--- config.mk ---
export PLATFORM = sky130hd
export DESIGN_NAME = result_select
export DESIGN_NICKNAME = d
export VERILOG_FILES = /design/src/verilog/matrix_inv_pkg.sv /design/src/verilog/result_select.sv
export SDC_FILE = /design/constraint.sdc
export NUM_CORES = 1
export LEC_CHECK = 0
export ABC_CLOCK_PERIOD_IN_PS = 14300
export BUFFER_PORTS_ARGS = -buffer_cell sky130_fd_sc_hd__buf_4
export CAP_MARGIN = 5
export CORE_AREA = 2 2 707 709
export CTS_CLUSTER_SIZE = 40
export DETAILED_ROUTE_END_ITERATION = 8
export DIE_AREA = 0 0 709 711
export PLACE_DENSITY_LB_ADDON = 0.2
export SYNTH_ARGS = -nofsm -noshare
export SYNTH_HDL_FRONTEND = slang
export SYNTH_SLANG_ARGS = --single-unit
--- constraint.sdc ---
create_clock -name clk -period 14.3 [get_ports clk]
set_clock_uncertainty 0.1 [all_clocks]
set_input_delay 2.86 -clock clk [delete_from_list [all_inputs] [get_ports clk]]
set_output_delay 2.86 -clock clk [all_outputs]
set_load 0.02 [all_outputs]
--- src/verilog/matrix_inv_pkg.sv ---
package matrix_inv_pkg;

	////////////////////////////////////////////////////////////////////////////
	// matrix sizes
	////////////////////////////////////////////////////////////////////////////

	localparam int DIM      = 5;                // matrix order
	localparam int WORD_W   = 32;               // cell width
	localparam int CELLS    = DIM * DIM;        // cells written by the host
	localparam int AUG_COLS = 2 * DIM;          // loaded half plus identity half
	localparam int ROW_OPS  = DIM * (DIM - 1);  // row operations per run
	localparam int IDX_W    = 5;                // bits in a cell index
	localparam int POS_W    = 3;                // bits in a row or column number

	typedef logic signed [WORD_W-1:0] word_t;   // one matrix cell
	typedef logic [IDX_W-1:0] cell_idx_t;       // row-major cell number

	typedef struct packed {
		logic [POS_W-1:0] row;
		logic [POS_W-1:0] col;
	} cell_pos_t;

	typedef struct packed {
		logic      valid;  // write strobe
		cell_pos_t pos;    // target cell in the left half
		word_t     data;
	} cell_wr_t;

	typedef word_t [AUG_COLS-1:0] aug_row_t;    // columns DIM and up are the right half
	typedef word_t [DIM-1:0] diag_vec_t;        // left half diagonal after elimination

	// row-major index to row and column by stepping down whole rows
	function automatic cell_pos_t split_idx(input cell_idx_t idx);
		cell_pos_t pos;
		cell_idx_t rem;
		pos.row = '0;
		rem = idx;
		for (int i = 1; i < DIM; i++)
		begin
			if (rem >= cell_idx_t'(DIM))
			begin
				rem = rem - cell_idx_t'(DIM);  // one row further down
				pos.row = pos.row + 3'd1;
			end
		end
		pos.col = rem[POS_W-1:0];  // what is left is the column
		return pos;
	endfunction

endpackage

--- src/verilog/result_select.sv ---
`timescale 1ns/1ps

module result_select import matrix_inv_pkg::*; (
	input  logic               clk,
	input  logic               reset,       // sync, active low
	input  logic               finish,      // engine end of run
	input  logic               go,          // new run starting
	input  diag_vec_t          diag,
	input  aug_row_t [DIM-1:0] right_half,
	input  cell_idx_t          read_idx,    // row-major index into the right half
	output logic               done,        // one cycle after finish
	output logic               singular,    // some diagonal is zero
	output word_t              read_data,   // scaled inverse element
	output word_t              read_diag    // divisor for read_data
);

	cell_pos_t rd_pos;    // decoded read index
	logic      rd_ok;     // read index inside the matrix
	logic      any_zero;  // zero on the diagonal

	assign rd_pos = split_idx(read_idx);
	assign rd_ok  = (read_idx < cell_idx_t'(CELLS));

	always_comb
	begin
		any_zero = 1'b0;
		for (int i = 0; i < DIM; i++)
		begin
			if (diag[i] == '0)
			begin
				any_zero = 1'b1;  // no inverse exists
			end
		end
	end

	////////////////////////////////////////////////////////////////////////////
	// status
	////////////////////////////////////////////////////////////////////////////

	always_ff @(posedge clk)
	begin
		if (!reset)
		begin
			done     <= 1'b0;
			singular <= 1'b0;
		end
		else
		begin
			done <= finish;  // pulse
			if (go)
			begin
				singular <= 1'b0;  // stale flag goes with the new run
			end
			else if (finish)
			begin
				singular <= any_zero;
			end
		end
	end

	// read port, valid while the engine is idle
	always_comb
	begin
		read_data = '0;
		read_diag = '0;
		if (rd_ok)
		begin
			read_data = right_half[rd_pos.row][DIM + int'(rd_pos.col)];
			read_diag = diag[rd_pos.row];  // same row as the cell
		end
	end

endmodule
==> summary.md <==
| Metric | Value |
|---|---|
| Tcrit/Tclk final | `0.959` |
| RSZ-0062 raised after global routing | `false` |
| RePlAce Congestion | `roughly 1` |
| Fraction of registers with async set/reset | `0` |
| DRC errors left | `0` |
| Critical Path Fanout Max | `21` |
| Placeable Area | `just under 500000 µm²` |
| Fin. max-slew vios | `0` |
| Crit path top cell by count | `buf_4` |
| Cell internal pwr | `2630 µW` |
| Tmin final | `13.71 ns` |
| Initial antenna violation count | `529` |
| Synth cell types | `88` |
| Dpl cell area | `41000 µm²` |
| Outcome | `completed` |
| Slowest cell delay on critical path | `0.71 ns` |
| Vias | `~34000` |
| R2R Setup Slk | `13.24 ns` |
| Slowest cell on crit path | `o2111ai_1` |
| Final instance area | `41500 µm²` |
| DP HPWL | `425000 µm` |
| Area Overhead vs Synth | `141%` |
| GRT Total Usage | `0.175` |
| Startpoint Class | `input port` |
| Kind of critical path | `in -> out` |
| Setup tns final | `0 ns` |
| Layout cell share with drive strength beyond 1 | `0.472` |
| # setup viols final | `0` |
| Slew @ Worst Pin | `about 1.4 ns` |
| Number of global-route vias before repair | `approximately 34000` |
| 1st-pass router iterations | `6` |
| TritonCTS clock tree | `built` |
| Die height | `~700 µm` |
| Clock Tree Buf Depth | `2` |
| I/O pins | `1835` |
| Syn avg cell area | `5.91 µm²` |
| Commonest non-fill, non-tap cell in the layout | `buf_4` |
| Post-Route WL | `462000 µm` |
| First-pass GRT wire length | `535000 µm` |
| Post-CTS Hold Buffers | `0` |
| Final ANT Viol Nets | `0` |
| Number of synthesized flops with an enable pin | `0` |
| Congestion Overflow GR | `0` |
| CTS buffer count | `3` |
| Seq pwr share | `0.001` |
| Syn Nets | `4692` |
| Synth warnings | `0` |
| Clock-pin slew on the worst setup and hold paths | `0.03 ns` |
| Worst-skew pair later-pin latency | `about 0.22 ns` |
| H-tree depth | `1` |
| NetSw | `~5300 µW` |
| Slew margin rel. | `0.0256` |
| Pwr Density | `191 nW/µm²` |
| Final #Nets | `6527` |
| Endpoints failing hold | `0` |
| Net Sw Frac | `0.667` |
| Die footprint | `504000 µm²` |
| Synthesized cell area | `17200 µm²` |
| Die X | `709 µm` |
| Synth Instances | `roughly 3000` |
| CTS sink cnt | `2` |
| Clk pwr share | `0.005` |
| Yosys reg bits | `2` |
| Fillers | `59000` |
| Critical Path AT | `10.75 ns` |
| Prevailing post-synth register cell | `dfxtp_1` |
| Initial Util | `0.0347` |
| Setup crit end kind | `output port` |
| Max capacitance violation total | `0` |
| Most frequent cells in the layout | `buf_4 (2052), nand2_1 (977), a21oi_1 (359)` |
| First DRT Iteration DRCs | `2796` |
| Logic pwr share | `0.994` |
| LEAKAGE | `0.0174 µW` |
| Port bufs | `1834` |
| Root buffer cell | `clkbuf_16` |
| IR drop worst, VDD | `0.103 mV` |
| Maximum clock rate | `~73 MHz` |
| CP required | `11.34 ns` |
| Via/cell ratio | `2.97` |
| Row cnt | `259` |
| DR WL/cell | `40.0 µm` |
| Pin count of the biggest net entering global routing | `80` |
| Sequential share of the synthesized area | `0.00233` |
| Hold Crit Class | `reg -> reg` |
metrics by stage:
stage	util	setup WS (ns)	power (µW)	hold WS [ns]	instances
2_1_floorplan	-	1.39	3180	0.466	2913
3_3_place_gp	0.0827	-0.282	8280	0.469	11400
3_5_place_dp	0.0827	-0.104	8220	0.459	11400
4_1_cts	0.0829	0.0831	8290	0.464	11400
5_1_grt	0.0832	0.0291	8410	0.500	11500
6_report	0.0836	0.593	7900	0.482	11500
metal layers:
layer / track usage / vias up / part of all wire
met3: 0.0737 / 830 / 0.10
met1: 0.199 / 16500 / 0.38
met4: 0.0347 / 284 / 0.027
met5: 0 / - / 0.0040
met2: 0.303 / 2159 / 0.48
li1: - / 14500 / -
sequential cells by signal (all words and copies together) (netlist names):
signal,count
done,1
singular,1
cell type report:
class / count / area (µm²) / share of cell area
clock buffers: 3 / 75.1 / 0.00181
multi-input cells: 2616 / 16100 / 0.388
inverters: 16 / 67.6 / 0.00163
well taps: 6655 / 8330 / 0.201
diodes: 135 / 338 / 0.00814
flip-flops and latches: 2 / 40.0 / 0.000965
repair buffers: 2109 / 16500 / 0.399
power groups by stage:
stage	Combinational (µW)	Clock, µW	Sequential (µW)
CTS	8240	43.2	6.04
finish	7850	42.8	6.05
global route	8360	43.5	6.07
floorplan	3180	0	6.30
global placement	8280	0	6.09
detailed placement	8210	0	6.11
cells in the mapped netlist, drive strengths merged, types with 46 or more instances:
master,n,area share
nor2,84,0.019
mux2i,323,0.19
nor4,76,0.028
o2111ai,61,0.031
nor3,46,0.017
buf,154,0.051
nand3,109,0.032
clkbuf,125,0.027
o21ai,105,0.031
nand2,982,0.21
o211ai,64,0.029
a21oi,364,0.11
kinds of logic after synthesis:
| group | Yosys count | synth area share |
|---|---|---|
| XOR/XNOR | 5 | 0.00342 |
| multiplexers | 360 | 0.235 |
| flip-flops | 2 | 0.00233 |
| adder cells (fa/ha/maj) | 11 | 0.00785 |
| AO/OA/AOI/OAI | 867 | 0.329 |
| AND/OR/NAND/NOR | 1373 | 0.341 |
| buffers and inverters | 295 | 0.0821 |
path summary, 6_finish.rpt:
kind / depth (start not counted) / start / endpoint
worst max-delay path: 38 / read_idx[1] / read_data[31]
worst min-delay path: 2 / singular$_SDFFE_PP0P_ / singular$_SDFFE_PP0P_
worst max register to register: 2 / singular$_SDFFE_PP0P_ / singular$_SDFFE_PP0P_
worst min register to register: 2 / singular$_SDFFE_PP0P_ / singular$_SDFFE_PP0P_
worst max-delay path: cells and delay by family:
| kind | cells | cell delay, ns |
|---|---|---|
| compound gates | 10 | 2.67 |
| buf+inv | 12 | 1.92 |
| xor+xnor | 1 | 0.21 |
| fa+ha+maj | 5 | 1.11 |
| simple gates | 9 | 1.59 |
| mux | 1 | 0.32 |
repair_timing:
action | 4_1_cts | 5_1_grt
gates cloned | 0 | 0
setup endpoints to repair | 3 | 27
gates resized for setup | 2 | 4
hold endpoints to repair | 0 | 0
buffers inserted | 0 | 3
pin swaps | 1 | 3
No activity file was read; power rests on OpenSTA's default activity.
