--- src/verilog/matrix_inv_pkg.sv ---
package matrix_inv_pkg;

	////////////////////////////////////////////////////////////////////////////
	// matrix sizes
	////////////////////////////////////////////////////////////////////////////

	localparam int DIM      = 5;                // matrix order
	localparam int WORD_W   = 32;               // cell width
	localparam int CELLS    = DIM * DIM;        // cells written by the host
	localparam int AUG_COLS = 2 * DIM;          // loaded half plus identity half
	localparam int ROW_OPS  = DIM * (DIM - 1);  // row operations per run
	localparam int IDX_W    = 5;                // bits in a cell index
	localparam int POS_W    = 3;                // bits in a row or column number

	typedef logic signed [WORD_W-1:0] word_t;   // one matrix cell
	typedef logic [IDX_W-1:0] cell_idx_t;       // row-major cell number

	typedef struct packed {
		logic [POS_W-1:0] row;
		logic [POS_W-1:0] col;
	} cell_pos_t;

	typedef struct packed {
		logic      valid;  // write strobe
		cell_pos_t pos;    // target cell in the left half
		word_t     data;
	} cell_wr_t;

	typedef word_t [AUG_COLS-1:0] aug_row_t;    // columns DIM and up are the right half
	typedef word_t [DIM-1:0] diag_vec_t;        // left half diagonal after elimination

	// row-major index to row and column by stepping down whole rows
	function automatic cell_pos_t split_idx(input cell_idx_t idx);
		cell_pos_t pos;
		cell_idx_t rem;
		pos.row = '0;
		rem = idx;
		for (int i = 1; i < DIM; i++)
		begin
			if (rem >= cell_idx_t'(DIM))
			begin
				rem = rem - cell_idx_t'(DIM);  // one row further down
				pos.row = pos.row + 3'd1;
			end
		end
		pos.col = rem[POS_W-1:0];  // what is left is the column
		return pos;
	endfunction

endpackage

--- src/verilog/load_decode.sv ---
`timescale 1ns/1ps

module load_decode import matrix_inv_pkg::*; (
	input  logic      clk,
	input  logic      reset,      // sync, active low
	input  logic      load,       // host write strobe
	input  cell_idx_t load_idx,   // row-major cell number
	input  word_t     load_data,
	input  logic      start,      // host start pulse
	input  logic      busy,       // engine running
	output cell_wr_t  cell_wr,    // registered cell write
	output logic      go          // one cycle start command
);

	logic      go_d;    // go one cycle later
	logic      hold;    // engine running or about to run
	logic      idx_ok;  // index inside the matrix
	logic      take;    // load accepted at this edge
	cell_pos_t pos;

	assign idx_ok = (load_idx < cell_idx_t'(CELLS));
	assign pos    = split_idx(load_idx);

	// busy only rises two edges after go so those edges are covered here
	assign hold = busy | go | go_d;
	assign take = load & idx_ok & ~hold;

	////////////////////////////////////////////////////////////////////////////
	// command registers
	////////////////////////////////////////////////////////////////////////////

	always_ff @(posedge clk)
	begin
		if (!reset)
		begin
			cell_wr.valid <= 1'b0;
			go            <= 1'b0;
			go_d          <= 1'b0;
		end
		else
		begin
			cell_wr.valid <= take;           // dropped when out of range or busy
			go            <= start & ~hold;  // ignored while busy
			go_d          <= go;
			if (take)
			begin
				cell_wr.pos  <= pos;           // row and column of the write
				cell_wr.data <= load_data;
			end
		end
	end

	////////////////////////////////////////////////////////////////////////////
	// checks
	////////////////////////////////////////////////////////////////////////////

	// the host only addresses cells 0 to 24
	a_load_idx: assert property (@(posedge clk) disable iff (!reset)
		load |-> (load_idx < cell_idx_t'(CELLS)))
		else $error("load_decode: load_idx %0d outside the matrix", load_idx);

endmodule

--- config.mk ---
export PLATFORM = sky130hd
export DESIGN_NAME = load_decode
export DESIGN_NICKNAME = d
export VERILOG_FILES = /design/src/verilog/matrix_inv_pkg.sv /design/src/verilog/load_decode.sv
export SDC_FILE = /design/constraint.sdc
export NUM_CORES = 1
export LEC_CHECK = 0
export BUFFER_PORTS_ARGS = -buffer_cell sky130_fd_sc_hd__buf_2
export CORE_MARGIN = 8
export CORE_UTILIZATION = 52
export CTS_BUF_LIST = sky130_fd_sc_hd__clkbuf_16
export CTS_CLUSTER_SIZE = 25
export DETAILED_ROUTE_END_ITERATION = 7
export GPL_TIMING_DRIVEN = 0
export PLACE_DENSITY = 0.9
export SLEW_MARGIN = 20
export SYNTH_ARGS = -nofsm -noshare
export SYNTH_HDL_FRONTEND = slang
export SYNTH_SLANG_ARGS = --single-unit
--- constraint.sdc ---
create_clock -name clk -period 13.4 [get_ports clk]
set_input_delay 3.35 -clock clk [delete_from_list [all_inputs] [get_ports clk]]
set_output_delay 3.35 -clock clk [all_outputs]
set_load 0.01 [all_outputs]
==> results.py, run 1 <==
metrics = {
    "sta": {
        "worst_slew_pin_slew_ps": 627,
        "clock.fmax_ghz": 0.141,
        "rsz0062_at_grt": "false",
        "finalWorstSetupSlack_ps": 6300,
        "drv_slew": 0,
        "fin_crit_ps": 7100,
        "fin_setup_tns_ps": 0,
        "finalSetupViolations": 0,
        "skew_ps": 2.58,
        "hold_viol": 0,
        "fin_crit_sh_pct": 53.0,
        "maxSlewHeadroom_pct": 57.9,
    },
    "place": {
        "place_ws_ps": 6120,
        "dp_hpwl_um": 4380,
        "portBuffers": 79,
        "place_congestion": 0.882,
    },
    "global_route": {
        "grt.overflow.total": 0,
        "antenna_found_initial": 0,
        "grt_pass1_vias": 1611,
        "grt_max_degree": 35,
        "grt_use_total_pct": 18.0,
        "grt_pass1_wl_um": 8610,
    },
    "yosys": {
        "yosys.area_share.xor_xnor_pct": 4.27,
        "synth-simple-area-share_pct": 9.87,
        "synth.yosys.seq_area_share_pct": 58.5,
        "async_flop_share_pct": 0,
        "synth_cells": 155,
        "yosys_warnings": 0,
        "synth_edf_count": 38,
        "ys_seq_elements": 41,
        "synthMuxAreaShare_pct": 3.05,
        "syn-cell-area_um2": 2050,
        "synth_compound_area_share_pct": 15.1,
        "syn_nets": 205,
        "yosys.area_share.adder_pct": 4.88,
        "avgSynthCellArea_um2": 13.2,
        "yosysUniqueCellTypes": 57,
        "synth_top_family_by_area": "compound AO/OA/AOI/OAI gates",
        "synth_ff_type": "edfxtp_1",
    },
    "setup_path": {
        "end_kind": "register",
        "start_kind": "input pin",
        "crit_arrival_ps": 7130,
        "r2r-end": "cell_wr[23]",
        "crit_required_ps": 13430,
        "cp_max_fo": 10,
        "ff2ff_setup_slack_ps": 11760,
        "reg2reg_depth": 3,
        "path_class": "input pin to register",
        "r2r_start": "go",
    },
    "cells_and_area": {
        "num-fill-cells": 259,
        "multi_input_comb_area_um2": 764,
        "drive_gt1_share_pct": 43.8,
        "diodes": 0,
        "areaGrowthSynthToFinish_pct": 29.8,
        "seq_area_um2": 1200,
        "fin_nets": 292,
    },
    "floorplanning": {
        "die_y_um": 78.8,
        "die_w_um": 78.8,
        "rows": 23,
        "core_um2": 3880,
        "initial_core_util_pct": 52.9,
        "top_level_ports": 82,
        "die_area_um2": 6210,
    },
    "cts": {
        "hold_buffers": 0,
        "clock_latency_ps": 280,
        "cts_root_buffer": "clkbuf_16",
        "post_cts_buffers": 0,
        "cts_tree": "yes",
        "cts_resized": 0,
        "htree_levels": 2,
        "cts_sinks": 41,
        "path_clk_slew_ps": 50,
        "cts_buffer_depth": 2,
        "cts_buffers": 5,
    },
    "routing": {
        "drt-total-wl_um": 5620,
        "drt_pass1_iterations": 4,
        "route.detailed.drc": 0,
        "wl_per_cell_um": 19.2,
        "vias": 1680,
        "viasPerCell": 5.75,
        "detail-route-antenna-nets": 0,
        "drtIter0Drc": 95,
    },
    "outcome": {
        "status": "finished clean",
    },
    "pwr": {
        "peakVddDrop_v": 0.0000520,
        "powerDensity_nw_per_um2": 126,
        "p_total_mw": 0.335,
        "leakagePower_nw": 1.13,
    },
    "flow_run": {
        "drv_cap": 0,
    },
    "hold_path": {
        "hold_class": "register to register",
        "hold_depth": 1,
        "hold_end": "go_d",
        "worstHoldStart": "go",
    },
}
==> cells by family (layout without fill, tap and decap cells) <==
group,count (synthesis),in the layout
buffers and inverters,18,105
adders and majority gates,8,8
DFF,41,41
AOI/OAI and AO/OA,41,41
muxes,6,6
and+or+nand+nor,34,34
xor gates and xnor gates,7,7
==> registers in the layout (all words and copies together) (netlist names) <==
| name | count |
|---|---|
| go | 1 |
| cell_wr | 39 |
| go_d | 1 |
==> area by class of cell <==
| cell class | count | share of cell area [%] |
|---|---|---|
| clock inverters | 2 | 0.282 |
| inverters | 11 | 1.60 |
| plain buffers | 7 | 1.74 |
| multi-input cells | 96 | 28.7 |
| flip-flops and latches | 41 | 45.1 |
| clock buffers | 5 | 4.69 |
| well taps | 50 | 2.35 |
| repair buffers | 80 | 15.6 |
==> cells in the mapped netlist (all sizes together) (2+ instances only) <==
library cell	instances	area, um2
edfxtp	38	1140
inv	10	37.5
o21ai	9	45.0
ha	8	100
buf	7	46.3
nor2	5	21.3
mux2i	4	40.0
nand2	4	20.0
nand2b	4	25.0
nor3	4	25.0
o31ai	4	30.0
or3	4	25.0
xor2	4	42.6
a21oi	3	18.8
and2	3	18.8
dfxtp	3	60.1
xnor2	3	45.1
a221oi	2	23.8
a31o	2	17.5
a32oi	2	17.5
and3	2	12.5
mux2	2	22.5
nor2b	2	12.5
o21a	2	15.0
o32a	2	20.0
or2	2	15.0
==> power by group <==
part	internal, mW	total, mW	switching, mW
Clock	0.0664	0.109	0.0421
Sequential	0.147	0.148	0.00105
Combinational	0.0341	0.0778	0.0437
==> worst max-delay path, stage by stage <==
cell,delay [ps]
buf_2,160
buf_2,230
inv_1,80
ha_1,350
a32oi_1,320
inv_1,80
ha_1,340
a221oi_2,400
a21oi_2,120
or3_1,330
buf_6,150
xnor2_4,200
ha_1,190
inv_1,80
a31o_1,240
nand2_2,160
mux2_2,350
==> worst max-delay path by stage <==
stage / start / endpoint / slack [ps] / cells past startpoint
after floorplan: load_idx[2] / cell_wr[36] / 6710 / 14
after global placement: load_idx[0] / cell_wr[36] / 6260 / 17
after detailed placement: load_idx[0] / cell_wr[36] / 6120 / 17
after CTS: load_idx[0] / cell_wr[36] / 6400 / 17
after global routing: load_idx[0] / cell_wr[36] / 6150 / 17
final: load_idx[0] / cell_wr[36] / 6300 / 17
==> through the flow <==
stage | utilization [%] | hold slack [ps] | cells | instance area, um2
floorplan | - | 512 | 155 | 2050
global placement | 64.6 | 455 | 284 | 2510
detailed placement | 65.2 | 526 | 285 | 2530
CTS | 68.6 | 526 | 292 | 2670
global route | 68.6 | 542 | 292 | 2670
finish | 68.6 | 527 | 292 | 2670
==> metal layers <==
| metal | GRT usage (%) | vias up | wire [um] |
|---|---|---|---|
| met5 | 0 | - | 0 |
| met4 | 8.70 | 0 | 156 |
| met3 | 7.22 | 16 | 667 |
| met2 | 29.3 | 107 | 2610 |
| met1 | 20.1 | 788 | 2190 |
| li1 | - | 769 | - |
==> cell usage in the layout (no fill, tap or decap), drive strengths merged, types with 4 or more instances in the layout <==
master  count
nand2b      4
o31ai       4
inv        11
ha          8
edfxtp     38
nor3        4
mux2i       4
xor2        4
or3         4
nand2       4
clkbuf      5
nor2        5
buf        87
o21ai       9
(Power assumes the default switching activity.)
==> run 2, diff against run 1 <==
--- a/config.mk
+++ b/config.mk
@@ -7,12 +7,12 @@
 export LEC_CHECK = 0
 export BUFFER_PORTS_ARGS = -buffer_cell sky130_fd_sc_hd__buf_2
 export CORE_MARGIN = 8
-export CORE_UTILIZATION = 52
+export CORE_UTILIZATION = 48
 export CTS_BUF_LIST = sky130_fd_sc_hd__clkbuf_16
 export CTS_CLUSTER_SIZE = 25
 export DETAILED_ROUTE_END_ITERATION = 7
 export GPL_TIMING_DRIVEN = 0
-export PLACE_DENSITY = 0.9
+export PLACE_DENSITY = 0.84
 export SLEW_MARGIN = 20
 export SYNTH_ARGS = -nofsm -noshare
 export SYNTH_HDL_FRONTEND = slang
==> constraint.sdc (replaced) <==
create_clock -name clk -period 7.2 [get_ports clk]
set_input_delay 1.8 -clock clk [delete_from_list [all_inputs] [get_ports clk]]
set_output_delay 1.8 -clock clk [all_outputs]
set_load 0.01 [all_outputs]
==> results.py, run 2 (synthesis results as in run 1) <==
metrics = {
    "setup_path": {
        "cp_max_fo": 10,
        "r2r_start": "go",
        "path_class": "input pin to register",
        "end_kind": "register",
        "r2r-end": "cell_wr[0]",
        "cp-startpoint": "load_idx[0]",
        "reg2reg_depth": 3,
        "crit_required_ps": 7220,
        "ff2ff_setup_slack_ps": 5550,
        "crit_arrival_ps": 5390,
        "start_kind": "input pin",
    },
    "cells_and_area": {
        "largestRegisters": "cell_wr (39), go (1), go_d (1)",
        "final_util_pct": 66.4,
        "drive_gt1_share_pct": 44.6,
        "num-fill-cells": 282,
        "diodes": 0,
        "multi_input_comb_area_um2": 764,
        "largest_reg_flops": 39,
        "final_common_cell": "buf_2",
        "regMostFlops": "cell_wr",
        "areaGrowthSynthToFinish_pct": 31.1,
        "final_cell_mix": "buf_2, edfxtp_1, inv_1",
        "seq_area_um2": 1200,
        "fin_nets": 292,
    },
    "cts": {
        "cts_buffer_depth": 2,
        "cts_sinks": 41,
        "post_cts_buffers": 0,
        "path_clk_slew_ps": 50,
        "cts_root_buffer": "clkbuf_16",
        "hold_buffers": 0,
        "clock_latency_ps": 270,
        "cts_buffers": 5,
        "cts_tree": "yes",
        "htree_levels": 2,
        "cts_resized": 0,
    },
    "global_route": {
        "grt_pass1_wl_um": 7390,
        "use_met1_pct": 16.8,
        "grt_max_degree": 33,
        "antenna_found_initial": 0,
        "grt-busiest-layer": "met2",
        "grt_use_met3_pct": 4.30,
        "grt_pass1_vias": 1490,
        "grt_use_total_pct": 14.3,
        "grt.overflow.total": 0,
        "met2_usage_pct": 24.2,
    },
    "sta": {
        "fin_crit_sh_pct": 74.6,
        "worst_slew_pin_slew_ps": 637,
        "clock.fmax_ghz": 0.186,
        "finalSetupViolations": 0,
        "rsz0062_at_grt": "false",
        "skew_ps": 2.25,
        "maxSlewHeadroom_pct": 57.2,
        "finalWorstSetupSlack_ps": 1830,
        "fin_setup_tns_ps": 0,
        "hold_viol": 0,
        "drv_slew": 0,
        "fin_crit_ps": 5370,
    },
    "floorplanning": {
        "die_y_um": 81.4,
        "core_um2": 4060,
        "rows": 23,
        "initial_core_util_pct": 50.6,
        "die_area_um2": 6630,
        "die_w_um": 81.4,
        "top_level_ports": 82,
    },
    "place": {
        "place_congestion": 0.852,
        "place_ws_ps": 1580,
        "portBuffers": 79,
        "dp_hpwl_um": 4060,
    },
    "hold_path": {
        "hold_class": "register to register",
        "hold_end": "go_d",
        "hold_depth": 1,
        "worstHoldStart": "go",
    },
    "pwr": {
        "leakagePower_nw": 1.14,
        "peakVddDrop_v": 0.000104,
        "powerDensity_nw_per_um2": 240,
    },
    "routing": {
        "detail-route-antenna-nets": 0,
        "drt_pass1_iterations": 4,
        "drt-total-wl_um": 4950,
        "drtIter0Drc": 98,
        "wl_per_cell_um": 16.9,
        "viasPerCell": 5.50,
        "route.detailed.drc": 0,
        "vias": 1605,
    },
    "flow_run": {
        "drv_cap": 0,
    },
    "outcome": {
        "status": "finished clean",
    },
}
[run 2: power breakdown]
part	internal [mW]	switching (mW)
Combinational	0.0623	0.0726
Sequential	0.274	0.00190
Clock	0.160	0.0758
[run 2: worst max-delay path by stage]
stage,end,slack (ps),cells past startpoint
final,cell_wr[36],1830,17
after global routing,cell_wr[36],1600,17
after CTS,cell_wr[36],1860,17
after detailed placement,cell_wr[36],1580,17
after global placement,cell_wr[36],1610,17
after floorplan,cell_wr[36],2060,14
[run 2: cell type report]
cell class / instances / share of cell area (%)
plain buffers: 7 / 1.72
clock buffers: 5 / 4.65
clock inverters: 2 / 1.30
inverters: 11 / 1.58
multi-input cells: 96 / 28.4
flip-flops and latches: 41 / 44.6
well taps: 50 / 2.32
repair buffers: 80 / 15.4
[run 2: metal layers]
| layer | routed length, um | vias up |
|---|---|---|
| met4 | 42 | 0 |
| met5 | 0 | - |
| li1 | - | 773 |
| met1 | 1960 | 734 |
| met3 | 658 | 6 |
| met2 | 2280 | 92 |
[run 2: critical path, cell delays in order]
cell and delay (ps):
buf_2 160, buf_2 240, inv_1 60, ha_1 350, a32oi_1 290, inv_1 80
ha_1 350, a221oi_2 380, a21oi_2 120, or3_1 330, buf_6 150, xnor2_4 190
ha_1 170, inv_1 40, a31o_1 200, nand2_2 130, mux2_2 350
[run 2: stage by stage]
step	std cells	instance area, um2	hold WS (ps)	total power, mW
3_5_place_dp	285	2530	481	0.415
3_3_place_gp	284	2510	468	0.408
4_1_cts	292	2690	496	0.651
5_1_grt	292	2690	509	0.678
6_report	292	2690	497	0.647
2_1_floorplan	155	2050	512	0.378
==> run 3, diff against run 2 <==
--- a/config.mk
+++ b/config.mk
@@ -7,12 +7,12 @@
 export LEC_CHECK = 0
 export BUFFER_PORTS_ARGS = -buffer_cell sky130_fd_sc_hd__buf_2
 export CORE_MARGIN = 8
-export CORE_UTILIZATION = 48
+export CORE_UTILIZATION = 43
 export CTS_BUF_LIST = sky130_fd_sc_hd__clkbuf_16
 export CTS_CLUSTER_SIZE = 25
 export DETAILED_ROUTE_END_ITERATION = 7
 export GPL_TIMING_DRIVEN = 0
-export PLACE_DENSITY = 0.84
+export PLACE_DENSITY = 0.8
 export SLEW_MARGIN = 20
 export SYNTH_ARGS = -nofsm -noshare
 export SYNTH_HDL_FRONTEND = slang
==> constraint.sdc (replaced) <==
create_clock -name clk -period 4.93 [get_ports clk]
set_input_delay 1.2325 -clock clk [delete_from_list [all_inputs] [get_ports clk]]
set_output_delay 1.2325 -clock clk [all_outputs]
set_load 0.01 [all_outputs]
==> results.py, run 3 (synthesis results as in run 1) <==
metrics = {
    "sta": {
        "fin_crit_ps": 4690,
        "hold_viol": 0,
        "worst_slew_pin_slew_ps": 588,
        "rsz0062_at_grt": "false",
        "drv_slew": 0,
        "clock.fmax_ghz": 0.213,
        "fin_crit_sh_pct": 95.2,
        "skew_ps": 2.84,
        "finalSetupViolations": 0,
        "finalWorstSetupSlack_ps": 237,
        "maxSlewHeadroom_pct": 60.4,
    },
    "global_route": {
        "grt_max_degree": 31,
        "grt_pass1_wl_um": 7250,
        "grt_use_total_pct": 12.6,
        "antenna_found_initial": 0,
        "grt.overflow.total": 0,
        "grt_pass1_vias": 1422,
    },
    "hold_path": {
        "hold_class": "register to register",
    },
    "cells_and_area": {
        "fin_nets": 292,
        "fin_cells": 297,
        "largestRegisters": "cell_wr (39), go (1), go_d (1)",
        "areaGrowthSynthToFinish_pct": 32.8,
        "largest_reg_flops": 39,
        "drive_gt1_share_pct": 45.3,
        "final_cell_mix": "buf_2, edfxtp_1, inv_1",
        "multi_input_comb_area_um2": 788,
        "regMostFlops": "cell_wr",
        "final_common_cell": "buf_2",
        "num-fill-cells": 362,
        "diodes": 0,
        "seq_area_um2": 1200,
        "final_util_pct": 58.5,
    },
    "place": {
        "dp_hpwl_um": 3650,
        "portBuffers": 79,
        "dpl.cell_count": 289,
        "place_congestion": 0.845,
        "place_ws_ps": -148,
    },
    "setup_path": {
        "crit_chain": "buf_2, clkbuf_4, inv_1, ha_1, a32oi_2, inv_1, ha_1, a221oi_4, a21oi_2, or3_1, buf_6, xnor2_4, ha_1, inv_1, a31o_1, nand2_2, mux2_2",
        "ff2ff_setup_slack_ps": 3230,
        "end_kind": "register",
        "crit_arrival_ps": 4720,
        "critPathTopFamily": "adder cells",
        "crit_path_top_delay_cell": "ha_1",
        "crit_required_ps": 4950,
        "cp_max_fo": 10,
        "start_kind": "input pin",
        "critPathBufInv": 6,
        "path_class": "input pin to register",
        "slowest_delay_ps": 360,
    },
    "floorplanning": {
        "die_area_um2": 7240,
        "top_level_ports": 82,
        "rows": 25,
        "die_y_um": 85.1,
        "core_um2": 4660,
        "initial_core_util_pct": 44.1,
        "die_w_um": 85.1,
    },
    "cts": {
        "path_clk_slew_ps": 50,
        "cts_buffer_depth": 2,
        "htree_levels": 2,
        "post_cts_buffers": 0,
        "clock_latency_ps": 270,
        "cts_root_buffer": "clkbuf_16",
        "cts_sinks": 41,
        "cts_buffers": 5,
        "cts_tree": "yes",
    },
    "flow_run": {
        "drv_cap": 0,
    },
    "pwr": {
        "powerDensity_nw_per_um2": 347,
        "p_total_mw": 0.946,
        "leakagePower_nw": 1.15,
        "peakVddDrop_v": 0.000172,
    },
    "routing": {
        "wl_met3_um": 515,
        "drt_pass1_iterations": 4,
        "drtIter0Drc": 102,
        "wl_per_cell_um": 15.5,
        "viasPerCell": 5.30,
        "met2_length_um": 2030,
        "detail-route-antenna-nets": 0,
        "route.detailed.drc": 0,
        "highest_layer": "met4",
        "met1_length_um": 2030,
        "drt-total-wl_um": 4610,
        "vias": 1573,
    },
    "outcome": {
        "status": "finished clean",
    },
}
## run 3: path summary, 6_finish.rpt
kind                     from           to  cells past startpoint
setup / recovery  load_idx[0]  cell_wr[36]                     17
hold / removal             go         go_d                      1
setup reg to reg           go   cell_wr[3]                      3
hold reg to reg            go         go_d                      1
## run 3: what timing repair did
item,4_1_cts,5_1_grt
hold endpoints to repair,0,0
resized for setup,0,5
hold buffers,0,0
setup endpoints to repair,0,1
## run 3: area by class of cell
type	instances	share of cell area, %
Clock inverter	3	1.42
Sequential cell	41	44.0
Multi-Input combinational cell	96	28.9
Clock buffer	5	4.59
Tap cell	54	2.48
Timing Repair Buffer	80	15.2
Buffer	7	1.79
Inverter	11	1.56
## run 3: per-stage QoR
stage / hold WS, ps / cell area, um2 / setup TNS, ps
5_1_grt: 505 / 2730 / 0
3_5_place_dp: 480 / 2540 / -148
6_report: 494 / 2730 / 0
3_3_place_gp: 461 / 2520 / -108
4_1_cts: 482 / 2700 / 0
2_1_floorplan: 512 / 2050 / 0
## run 3: metal layers
metal / vias to the layer above / GRT usage [%]
li1: 765 / -
met1: 725 / 15.5
met2: 79 / 19.5
met3: 4 / 4.83
met4: 0 / 4.37
met5: - / 0
## run 3: report_power, final
part	internal (mW)	switching [mW]
clock	0.235	0.111
sequential	0.401	0.00231
combinational	0.0921	0.104
